## config.mk

```make
export PLATFORM = sky130hd
export DESIGN_NAME = alu_cluster
export DESIGN_NICKNAME = d
export VERILOG_FILES = /design/src/design/alu_pkg.sv /design/src/design/alu_core.sv /design/src/design/exec_lane.sv /design/src/design/issue_decode.sv /design/src/design/retire_collect.sv /design/src/design/alu_cluster.sv
export VERILOG_INCLUDE_DIRS = /design/src /design/src/design
export SDC_FILE = /design/constraint.sdc
export NUM_CORES = 2
export LEC_CHECK = 0
export BUFFER_PORTS_ARGS = -buffer_cell sky130_fd_sc_hd__buf_2
export CORE_AREA = 5 5 324 453
export CTS_CLUSTER_DIAMETER = 100
export DETAILED_ROUTE_END_ITERATION = 8
export DIE_AREA = 0 0 329 458
export GPL_ROUTABILITY_DRIVEN = 0
export PLACE_DENSITY_LB_ADDON = 0.3
export SLEW_MARGIN = 20
export SYNTH_ARGS = -nofsm -noshare
export SYNTH_HDL_FRONTEND = slang
export SYNTH_HIERARCHICAL = 1
export SYNTH_SLANG_ARGS = --single-unit
```

## constraint.sdc

```tcl
create_clock -name clk -period 3.81 [get_ports clk]
set_clock_uncertainty 0.05 [all_clocks]
set_input_delay 0.1905 -clock clk [delete_from_list [all_inputs] [get_ports clk]]
set_output_delay 0.1905 -clock clk [all_outputs]
set_load 0.01 [all_outputs]
```

## src/design/alu_defines.svh

```systemverilog
`ifndef ALU_DEFINES_SVH
`define ALU_DEFINES_SVH

// sizing for the execute cluster

// issue slots per bundle with one lane each
`define ALU_LANES 4

// datapath width
`define ALU_XLEN 32

// width of the saturating overflow trap counter
`define ALU_TRAP_CNT_W 16

`endif

```

## src/design/alu_pkg.sv

```systemverilog
`default_nettype none

`include "alu_defines.svh"

package alu_pkg;

	typedef logic [`ALU_XLEN-1:0]       word_t;
	typedef logic [31:0]                instr_t;
	typedef logic [4:0]                 reg_idx_t;
	typedef logic [4:0]                 shamt_t;
	typedef logic [3:0]                 alu_op_t;
	typedef logic [`ALU_LANES-1:0]      lane_mask_t;
	typedef logic [`ALU_TRAP_CNT_W-1:0] trap_cnt_t;

	// ALU operation codes
	localparam alu_op_t ALU_ADD  = 4'd0; // traps on overflow
	localparam alu_op_t ALU_SUB  = 4'd1; // traps on overflow
	localparam alu_op_t ALU_OR   = 4'd2;
	localparam alu_op_t ALU_AND  = 4'd3;
	localparam alu_op_t ALU_NOR  = 4'd4;
	localparam alu_op_t ALU_XOR  = 4'd5;
	localparam alu_op_t ALU_SLL  = 4'd6;
	localparam alu_op_t ALU_SRL  = 4'd7;
	localparam alu_op_t ALU_SRA  = 4'd8;
	localparam alu_op_t ALU_SLT  = 4'd9;
	localparam alu_op_t ALU_SLTU = 4'd10;
	localparam alu_op_t ALU_ADDU = 4'd11;
	localparam alu_op_t ALU_SUBU = 4'd12;

	typedef struct packed {
		instr_t instr;
		word_t  rs_val;
		word_t  rt_val;
	} issue_slot_t;

	typedef struct packed {
		logic     valid;
		alu_op_t  op;
		word_t    a;
		word_t    b;
		shamt_t   shamt;
		logic     shamt_sel; // 1 = shamt field, 0 = a[4:0]
		reg_idx_t dest;
		logic     wr_intent; // legal op with nonzero dest
		logic     illegal;
	} lane_op_t;

	typedef struct packed {
		logic     valid;
		word_t    value;
		logic     overflow;
		reg_idx_t dest;
		logic     wr_intent;
		logic     illegal;
	} lane_res_t;

	typedef struct packed {
		logic     we;
		reg_idx_t dest;
		word_t    value;
	} wb_slot_t;

endpackage

`default_nettype wire

```

## src/design/alu_core.sv

```systemverilog
`timescale 1ns/100ps
`default_nettype none

module alu_core import alu_pkg::*; (
	input  wire word_t   a,
	input  wire word_t   b,
	input  wire alu_op_t op,
	input  wire shamt_t  shamt,
	input  wire          shamt_sel,
	output word_t        result,
	output logic         overflow
);

	localparam int MSB = $bits(word_t) - 1;

	shamt_t sh;
	word_t  add_res;
	word_t  sub_res;
	word_t  sll_res;
	word_t  srl_res;
	word_t  sra_res;
	logic   lt_s;
	logic   lt_u;

	assign sh = shamt_sel ? shamt : a[4:0]; // immediate or variable shift

	assign add_res = a + b;
	assign sub_res = a - b;

	// shifts always act on b
	assign sll_res = b << sh;
	assign srl_res = b >> sh;
	assign sra_res = $signed(b) >>> sh; // sign fill

	assign lt_s = $signed(a) < $signed(b);
	assign lt_u = a < b;

	always_comb begin
		case (op)
			ALU_ADD, ALU_ADDU: result = add_res;
			ALU_SUB, ALU_SUBU: result = sub_res;
			ALU_OR:            result = a | b;
			ALU_AND:           result = a & b;
			ALU_NOR:           result = ~(a | b);
			ALU_XOR:           result = a ^ b;
			ALU_SLL:           result = sll_res;
			ALU_SRL:           result = srl_res;
			ALU_SRA:           result = sra_res;
			ALU_SLT:           result = {{MSB{1'b0}}, lt_s};
			ALU_SLTU:          result = {{MSB{1'b0}}, lt_u};
			default:           result = '0; // codes 13..15 unused
		endcase
	end

	// two's-complement overflow applies only to the trapping add and sub
	// an add overflows when the operands agree in sign but the sum does not
	// a sub overflows when the operands differ in sign and the difference follows b
	always_comb begin
		case (op)
			ALU_ADD: overflow = (a[MSB] == b[MSB]) && (add_res[MSB] != a[MSB]);
			ALU_SUB: overflow = (a[MSB] != b[MSB]) && (sub_res[MSB] != a[MSB]);
			default: overflow = 1'b0; // addu/subu never trap
		endcase
	end

endmodule

`default_nettype wire

```

## src/design/exec_lane.sv

```systemverilog
`timescale 1ns/100ps
`default_nettype none

module exec_lane import alu_pkg::*; (
	input  wire           clk,
	input  wire           arst_n,
	input  wire lane_op_t op_in,
	output lane_res_t     res
);

	word_t alu_result;
	logic  alu_ovf;

	alu_core u_alu (
		.a         (op_in.a),
		.b         (op_in.b),
		.op        (op_in.op),
		.shamt     (op_in.shamt),
		.shamt_sel (op_in.shamt_sel),
		.result    (alu_result),
		.overflow  (alu_ovf)
	);

	// one register stage per lane
	always_ff @(posedge clk or negedge arst_n) begin
		if (!arst_n) begin
			res <= '0;
		end else begin
			res.valid     <= op_in.valid;
			res.value     <= alu_result;
			res.overflow  <= alu_ovf;
			res.dest      <= op_in.dest;      // carried along for write-back
			res.wr_intent <= op_in.wr_intent;
			res.illegal   <= op_in.illegal;
		end
	end

endmodule

`default_nettype wire

```

## src/design/issue_decode.sv

```systemverilog
`timescale 1ns/100ps
`default_nettype none

`include "alu_defines.svh"

module issue_decode import alu_pkg::*; (
	input  wire              clk,
	input  wire              arst_n,
	input  wire              in_valid,
	input  wire issue_slot_t slots [`ALU_LANES],
	output lane_op_t         lane_ops [`ALU_LANES]
);

	lane_op_t dec [`ALU_LANES];

	function automatic lane_op_t decode_slot(input issue_slot_t s, input logic v);
		lane_op_t   o;
		logic [5:0] opcode;
		logic [5:0] funct;
		word_t      imm_s;
		word_t      imm_z;

		opcode = s.instr[31:26];
		funct  = s.instr[5:0];
		imm_s  = {{(`ALU_XLEN-16){s.instr[15]}}, s.instr[15:0]};
		imm_z  = {{(`ALU_XLEN-16){1'b0}}, s.instr[15:0]};

		o.valid     = v;
		o.op        = ALU_ADDU; // harmless default that never traps
		o.a         = s.rs_val;
		o.b         = s.rt_val;
		o.shamt     = s.instr[10:6];
		o.shamt_sel = 1'b0;
		o.dest      = s.instr[15:11]; // rd
		o.illegal   = 1'b0;

		if (opcode == 6'h00) begin // R-type takes the op from funct
			case (funct)
				6'h00: o.op = ALU_SLL;
				6'h02: o.op = ALU_SRL;
				6'h03: o.op = ALU_SRA;
				6'h04: o.op = ALU_SLL; // sllv
				6'h06: o.op = ALU_SRL; // srlv
				6'h07: o.op = ALU_SRA; // srav
				6'h20: o.op = ALU_ADD;
				6'h21: o.op = ALU_ADDU;
				6'h22: o.op = ALU_SUB;
				6'h23: o.op = ALU_SUBU;
				6'h24: o.op = ALU_AND;
				6'h25: o.op = ALU_OR;
				6'h26: o.op = ALU_XOR;
				6'h27: o.op = ALU_NOR;
				6'h2a: o.op = ALU_SLT;
				6'h2b: o.op = ALU_SLTU;
				default: o.illegal = 1'b1;
			endcase
			o.shamt_sel = (funct[5:2] == 4'b0000); // sll/srl/sra use shamt field
		end else begin
			o.dest = s.instr[20:16]; // rt
			case (opcode)
				6'h08: o.op = ALU_ADD;  // addi
				6'h09: o.op = ALU_ADDU; // addiu
				6'h0a: o.op = ALU_SLT;  // slti
				6'h0b: o.op = ALU_SLTU; // sltiu
				6'h0c: o.op = ALU_AND;  // andi
				6'h0d: o.op = ALU_OR;   // ori
				6'h0e: o.op = ALU_XOR;  // xori
				6'h0f: o.op = ALU_SLL;  // lui
				default: o.illegal = 1'b1;
			endcase
			// andi/ori/xori/lui zero-extend and the rest sign-extend
			o.b = (opcode[5:2] == 4'b0011) ? imm_z : imm_s;
			if (opcode == 6'h0f) begin
				o.shamt     = 5'd16; // lui = imm << 16
				o.shamt_sel = 1'b1;
			end
		end

		o.wr_intent = !o.illegal && (o.dest != '0);
		return o;
	endfunction

	always_comb begin
		for (int i = 0; i < `ALU_LANES; i++) begin
			dec[i] = decode_slot(slots[i], in_valid);
		end
	end

	always_ff @(posedge clk or negedge arst_n) begin
		if (!arst_n) begin
			for (int i = 0; i < `ALU_LANES; i++) begin
				lane_ops[i] <= '0;
			end
		end else begin
			for (int i = 0; i < `ALU_LANES; i++) begin
				lane_ops[i] <= dec[i];
			end
		end
	end

endmodule

`default_nettype wire

```

## src/design/retire_collect.sv

```systemverilog
`timescale 1ns/100ps
`default_nettype none

module retire_collect import alu_pkg::*; (
	input  wire            clk,
	input  wire            arst_n,
	input  wire lane_res_t results [$bits(lane_mask_t)],
	output logic           out_valid,
	output wb_slot_t       wb [$bits(lane_mask_t)],
	output lane_mask_t     ovf_mask,
	output lane_mask_t     ill_mask,
	output trap_cnt_t      trap_count
);

	localparam int LANES = $bits(lane_mask_t);
	localparam int CNT_W = $bits(trap_cnt_t);

	lane_mask_t vld;
	lane_mask_t ovf;
	lane_mask_t ill;
	lane_mask_t we_nxt;
	logic [$clog2(LANES+1)-1:0] n_ovf;
	logic [CNT_W:0] cnt_sum; // extra bit catches wrap

	lane_mask_t we_q;
	reg_idx_t   dest_q [LANES];
	word_t      value_q [LANES];

	always_comb begin
		n_ovf = '0;
		for (int i = 0; i < LANES; i++) begin
			vld[i]    = results[i].valid;
			ovf[i]    = results[i].valid && results[i].overflow;
			ill[i]    = results[i].valid && results[i].illegal;
			we_nxt[i] = results[i].valid && results[i].wr_intent && !results[i].overflow;
			n_ovf     = n_ovf + ovf[i];
		end
		cnt_sum = {1'b0, trap_count} + (CNT_W+1)'(n_ovf);
	end

	always_ff @(posedge clk or negedge arst_n) begin
		if (!arst_n) begin
			out_valid  <= 1'b0;
			we_q       <= '0;
			ovf_mask   <= '0;
			ill_mask   <= '0;
			trap_count <= '0;
		end else begin
			out_valid  <= |vld; // lanes move in lockstep
			we_q       <= we_nxt;
			ovf_mask   <= ovf;
			ill_mask   <= ill;
			trap_count <= cnt_sum[CNT_W] ? '1 : cnt_sum[CNT_W-1:0]; // saturate
		end
	end

	// payload is only meaningful with out_valid
	always_ff @(posedge clk) begin
		for (int i = 0; i < LANES; i++) begin
			dest_q[i]  <= results[i].dest;
			value_q[i] <= results[i].value;
		end
	end

	always_comb begin
		for (int i = 0; i < LANES; i++) begin
			wb[i].we    = we_q[i];
			wb[i].dest  = dest_q[i];
			wb[i].value = value_q[i];
		end
	end

endmodule

`default_nettype wire

```

## src/design/alu_cluster.sv

```systemverilog
`timescale 1ns/100ps
`default_nettype none

`include "alu_defines.svh"

module alu_cluster import alu_pkg::*; (
	input  wire              clk,
	input  wire              arst_n,
	input  wire              in_valid,
	input  wire issue_slot_t slots [`ALU_LANES],
	output logic             out_valid,
	output wb_slot_t         wb [`ALU_LANES],
	output lane_mask_t       ovf_mask,
	output lane_mask_t       ill_mask,
	output trap_cnt_t        trap_count
);

	lane_op_t  lane_ops [`ALU_LANES]; // decode -> lanes
	lane_res_t lane_res [`ALU_LANES]; // lanes -> retire

	issue_decode u_decode (
		.clk      (clk),
		.arst_n   (arst_n),
		.in_valid (in_valid),
		.slots    (slots),
		.lane_ops (lane_ops)
	);

	for (genvar g = 0; g < `ALU_LANES; g++) begin : g_lane
		exec_lane u_lane (
			.clk    (clk),
			.arst_n (arst_n),
			.op_in  (lane_ops[g]),
			.res    (lane_res[g])
		);
	end

	retire_collect u_retire (
		.clk        (clk),
		.arst_n     (arst_n),
		.results    (lane_res),
		.out_valid  (out_valid),
		.wb         (wb),
		.ovf_mask   (ovf_mask),
		.ill_mask   (ill_mask),
		.trap_count (trap_count)
	);

endmodule

`default_nettype wire

```

## After elaboration in Yosys (flattened, before gate mapping)

Memory sizes are Yosys's and may differ from the RTL's.
Index checks and enable logic that the tools add are counted.

- Add/subtract/negate cells: 12
- $lt $le $gt $ge: 8
- Equal/unequal tests: 160
- Shift operators: 12
- Mux-type cells: 57
- Bitwise logic cells: 16
- Reductions and logical operators: 84

Operators by type and width:

| operator | count |
|---|---|
| $pmux W32 S11 | 4 |
| $lt A32 B32 Y1 | 8 |
| $eq A6 B6 Y1 const B | 40 |
| $eq A6 B4 Y1 const B | 32 |
| $pmux W4 S12 | 4 |
| $mux W37 | 4 |
| $add A32 B32 Y32 | 4 |
| $and A32 B32 Y32 | 4 |
| $mux W32 | 4 |
| $not A32 Y32 | 4 |
| $or A32 B32 Y32 | 4 |
| $shl A32 B5 Y32 | 4 |
| $shr A32 B5 Y32 | 4 |
| $sshr A32 B5 Y32 | 4 |
| $sub A32 B32 Y32 | 4 |
| $xor A32 B32 Y32 | 4 |
| $pmux W4 S7 | 4 |
| $eq A4 B4 Y1 const B | 20 |
| $eq A6 B3 Y1 const B | 12 |
| $eq A4 B3 Y1 const B | 16 |
| $reduce_or A16 Y1 | 4 |
| $eq A4 B2 Y1 const B | 12 |
| $eq A6 B2 Y1 const B | 8 |
| $logic_not A6 Y1 | 8 |
| other kinds (18) | 133 |

- Register bits after elaboration: 515
- RAM bits: 148
- Input bits: 387
- Output and inout port bits: 177
- Logic and storage cells: 410
- Memories kept: 2

Memory list:

| name | words | bits a word | read ports | clocked after Yosys merged registers in | write ports | RTL line | RTL |
|---|---|---|---|---|---|---|---|
| u_retire.value_q | 4 | 32 | 4 | 0 | 4 | retire_collect.sv:27 | `word_t value_q [LANES];` |
| u_retire.dest_q | 4 | 5 | 4 | 0 | 4 | retire_collect.sv:26 | `reg_idx_t dest_q [LANES];` |

## Logic depth before layout (Yosys ltp)

- Depth in word-level cells: 6
- Mapped depth: 14
- Gate-level depth less buffers: 14

## Hierarchy

Netlist, hierarchy kept.

By module, submodules not included:

| module | instances | cells an instance | area an instance (um^2) | seq. area each (um^2) |
|---|---|---|---|---|
| alu_core at g_lane[1].u_lane.u_alu ... | 2 | 1400 | 9352.7 | 0.0 |
| issue_decode | 1 | 894 | 11169.5 | 8132.8 |
| alu_core at g_lane[3].u_lane.u_alu | 1 | 1416 | 9320.2 | 0.0 |
| alu_core at g_lane[0].u_lane.u_alu | 1 | 1429 | 9006.1 | 0.0 |
| retire_collect | 1 | 264 | 4237.8 | 3688.5 |
| exec_lane | 4 | 41 | 1026.0 | 1026.0 |

## Worst setup path before layout

OpenSTA, ideal clock, no wires.

- Path kind: register to register
- Start point: register u_decode/lane_ops[291] (netlist name)
- End point: register g_lane[0].u_lane/res[38] in the netlist's numbering
- Setup time: 0.083 ns
- Arrival time: 3.224 ns
- Setup slack: 0.454 ns
- Cell stages (with the launch flop): 15
- Period minus slack after synthesis: 3.356 ns
- Cells stage by stage: dfrtp_1 inv_1 ha_1 inv_1 fa_1 nor2b_1 o221ai_2 a211oi_1 nor4_4 o31ai_2 a21o_1 a221oi_2 nor4_1 or4_1 o21ai_0

- Cells in the longest elaborated chain, start to end: 3
- Elaborated cells on any way between the ends: 7

RTL lines:

| what | RTL line | RTL |
|---|---|---|
| branches (longest 2 deep; another with $sub A32 B32 Y32) | - |  |
| $pmux W32 S11 (*) | alu_core.sv:39 | `case (op)` |
| net g_lane[0].u_lane.alu_result[30] | exec_lane.sv:11 | `word_t alu_result;` |
| end, declared | exec_lane.sv:8 | `output lane_res_t res` |

Mark *: on every way through the listed nets, which the timed path passes.

## Final worst setup path

- Start point: register u_decode/lane_ops[177] (netlist name)
- End point: register g_lane[1].u_lane/res[8] in the netlist's numbering

- Cells in the longest elaborated chain, start to end: 3
- Elaborated cells on any way between the ends: 12

RTL lines:

| what | RTL line |
|---|---|
| branches (longest 2 deep; another with $sub A32 B32 Y32) | - |
| $pmux W32 S11 (*) | alu_core.sv:39 |
| net g_lane[1].u_lane.alu_result[0] | exec_lane.sv:11 |
| end, declared | exec_lane.sv:8 |

Marks and branches as above.

==> reports/metrics.cfg <==
[floorplanning]
core_area_mm2=0.142
dieArea_mm2=0.151
die_w_um=329
rows=164
start_util_pct=39.8
die_y_um=458
ioPinCount=564

[global_routing]
grt_pass1_wl_um=382000
grt_max_degree=91
antenna_found_initial=22
grt_usage_pct=32.8
grt_overflow=0
grt_pass1_vias=61700

[routing]
dr_wl_met3_um=33300
highest_layer=met5
routed_wl_um=260000
first_iter_violations=9465
met1_length_um=93300
viasPerCell=6.34
vias=64000
drtPass1Iterations=8
wl_met2_um=112000
wire_per_inst_um=25.8
drc=0
ant_nets=0

[logic_synthesis]
synthDistinctLibCells=117
avgSynthCellArea_um2=8.12
synth_top_cell_area_share_pct=22.9
synth.most_common_cell=nand2_1
synth_top_family_by_area=compound AO/OA/AOI/OAI gates
syn_area_mm2=0.0565
synth_edf_count=0
async_flop_share_pct=77.8
synth_commonest_cells=919 x nand2_1, 628 x nor2_1, 518 x dfrtp_1, 482 x a21oi_1, 464 x o21ai_0
yosys_most_used_dff=dfrtp_1
muxShareOfSynthArea_pct=10.5
syn_inst=6967
ys_warn_count=6
yosysSeqAreaShare_pct=28.2
synth_top_area_cell=dfrtp_1
syn-num-nets=7766
synthAdderAreaFrac_pct=9.28
ys_ff_latch=666
ys_top_cells_by_area=dfrtp_1 23%, ha_1 8.9%, nand2_1 6.1%
synth-simple-area-share_pct=17.9
synth_compound_area_share_pct=27.1
synth_xor_area_share_pct=0.480

[final_layout]
fillers=13300
fin_cells=10100
area_growth_pct=26.6
finalCoreUtilization_pct=50.3
stdcell_area_mm2=0.0716
drive_gt1_share_pct=18.6
nets=8904

[sta]
period_share_pct=99.9
maxSlewViolCount=0
hold_viol=0
tightest_slew_ns=1.14
fmax_mhz=263
relSlewSlack_pct=23.7
setup_viol=0
tns_ns=0
finalCriticalPeriod_ns=3.81

[pwr]
ir_drop_uv=374
power_mw=24.1
powerDensity_mw_per_mm2=336
p_leak_nw=32.4

[clock_network]
cts_made_buffers=72
tritoncts=done
clock-sinks=666
clock_latency_ns=0.72
cts_root_buffer=clkbuf_16
cts_buffer_depth=3
h-tree-depth=3
path_clk_slew_ns=0.07

[worst_setup_path]
r2r-start=u_decode/lane_ops[177]
cp_max_fo=6
worstPathRequired_ns=4.25
cp-startpoint=u_decode/lane_ops[177]
r2r_slack_ns=0.005
cp-end-kind=flop
startpoint_type=flop
crit_arrival_ns=4.24
critPathKind=flop to flop

[worst_hold_path]
hold_path.class=input port to async pin

[flow_run]
drv_cap=0

[place]
dp.cells=9474
place_area_mm2=0.0641
place_hpwl_um=195000
port-buffer-count=543

[outcome]
status=finished clean

[cell usage in the layout (no fill, tap or decap), types with 41 or more instances in the layout]
cell and instances:
nand2_1 919, nor2_1 623, buf_2 542, buf_4 530, dfrtp_1 515, a21oi_1 471, o21ai_0 460, dlygate4sd3_1 447
inv_1 407, ha_1 392, mux2i_1 294, dfxtp_1 148, nor3_1 140, a211oi_1 132, nand3_1 130, a21o_1 125
o211ai_1 123, a221oi_1 122, mux4_2 100, a31oi_1 91, nor2b_1 75, clkbuf_16 73, a221o_1 69, o22ai_1 64
nand2b_1 52, o21bai_1 50, o221ai_1 50, a22oi_1 48, o2111ai_1 45, and3_1 44, and2_1 44, nand4_1 41
[per-layer routing]
| metal | vias to the layer above | track usage [%] |
|---|---|---|
| li1 | 27800 | - |
| met1 | 29900 | 40.1 |
| met2 | 4928 | 51.0 |
| met3 | 1348 | 8.73 |
| met4 | 4 | 21.4 |
| met5 | - | 0.0973 |
[cell type report]
cell class	count	area, um2	share of cell area, %
diodes	24	60.1	0.0839
clock buffers	102	2100	2.93
clock inverters	30	379	0.530
inverters	412	1550	2.16
multi-input cells	5405	37400	52.3
flip-flops and latches	666	15900	22.3
well taps	1909	2390	3.34
repair buffers	1548	11700	16.4
[flip-flops by register name, summed over array words and instances, names as in the netlist]
name	count
u_retire/ill_mask	4
u_retire/trap_count	16
g_lane.u_lane/res	164
u_retire/out_valid	1
u_retire/dest_q	20
u_retire/ovf_mask	4
u_retire/value_q	128
u_decode/lane_ops	325
u_retire/we_q	4
[power breakdown]
part	leakage, nW	switching (mW)	internal (mW)
combinational	23.8	5.00	3.23
sequential	7.36	0.511	7.84
clock	1.21	3.19	4.28
total	32.4	8.70	15.4
[critical path, stage by stage (launching register included)]
cell and delay (ns):
dfrtp_1 0.39, buf_6 0.13, ha_4 0.16, inv_2 0.06
fa_2 0.23, nor2b_4 0.17, o21ai_2 0.08, o211ai_1 0.20
a311o_1 0.34, a21o_1 0.22, a311oi_2 0.11, buf_4 0.18
o211a_1 0.23, buf_4 0.14, o211ai_1 0.50, nand4_1 0.39
[cell families (layout without fill, tap and decap cells)]
family | count (synthesis) | in the layout
fa+ha+maj | 413 | 413
flops | 666 | 666
mux | 453 | 453
simple gates | 2254 | 2254
buf+inv | 896 | 2092
compound gates | 2254 | 2254
xor+xnor | 31 | 31
other cells | 0 | 24
[final timing paths]
| check | depth (start not counted) | end |
|---|---|---|
| setup / recovery | 15 | g_lane[1].u_lane/res[8] |
| hold / removal | 2 | u_decode/lane_ops[235] |
| setup reg to reg | 15 | g_lane[1].u_lane/res[8] |
| hold reg to reg | 0 | u_retire/dest_q[1][4] |
| max in group asynchronous | 3 | g_lane[2].u_lane/res[11] |
| min in group clk | 4 | u_decode/lane_ops[325] |
[stage by stage]
stage / worst slack, ns / hold slack, ns
2_1_floorplan: 0.454 / -0.155
3_3_place_gp: 0.113 / 0.183
3_5_place_dp: 0.0939 / 0.188
4_1_cts: 0.0515 / 0.00436
5_1_grt: -0.0222 / 0.0281
6_report: 0.00475 / 0.00589
[what timing repair did]
| item | CTS | global route |
|---|---|---|
| endpoints found under the hold margin | 516 | 0 |
| setup buffers | 0 | 19 |
| gates resized for setup | 0 | 64 |
| hold buffers | 447 | 0 |
| setup endpoints to repair | 0 | 26 |
No activity file was read; power rests on OpenSTA's default activity.
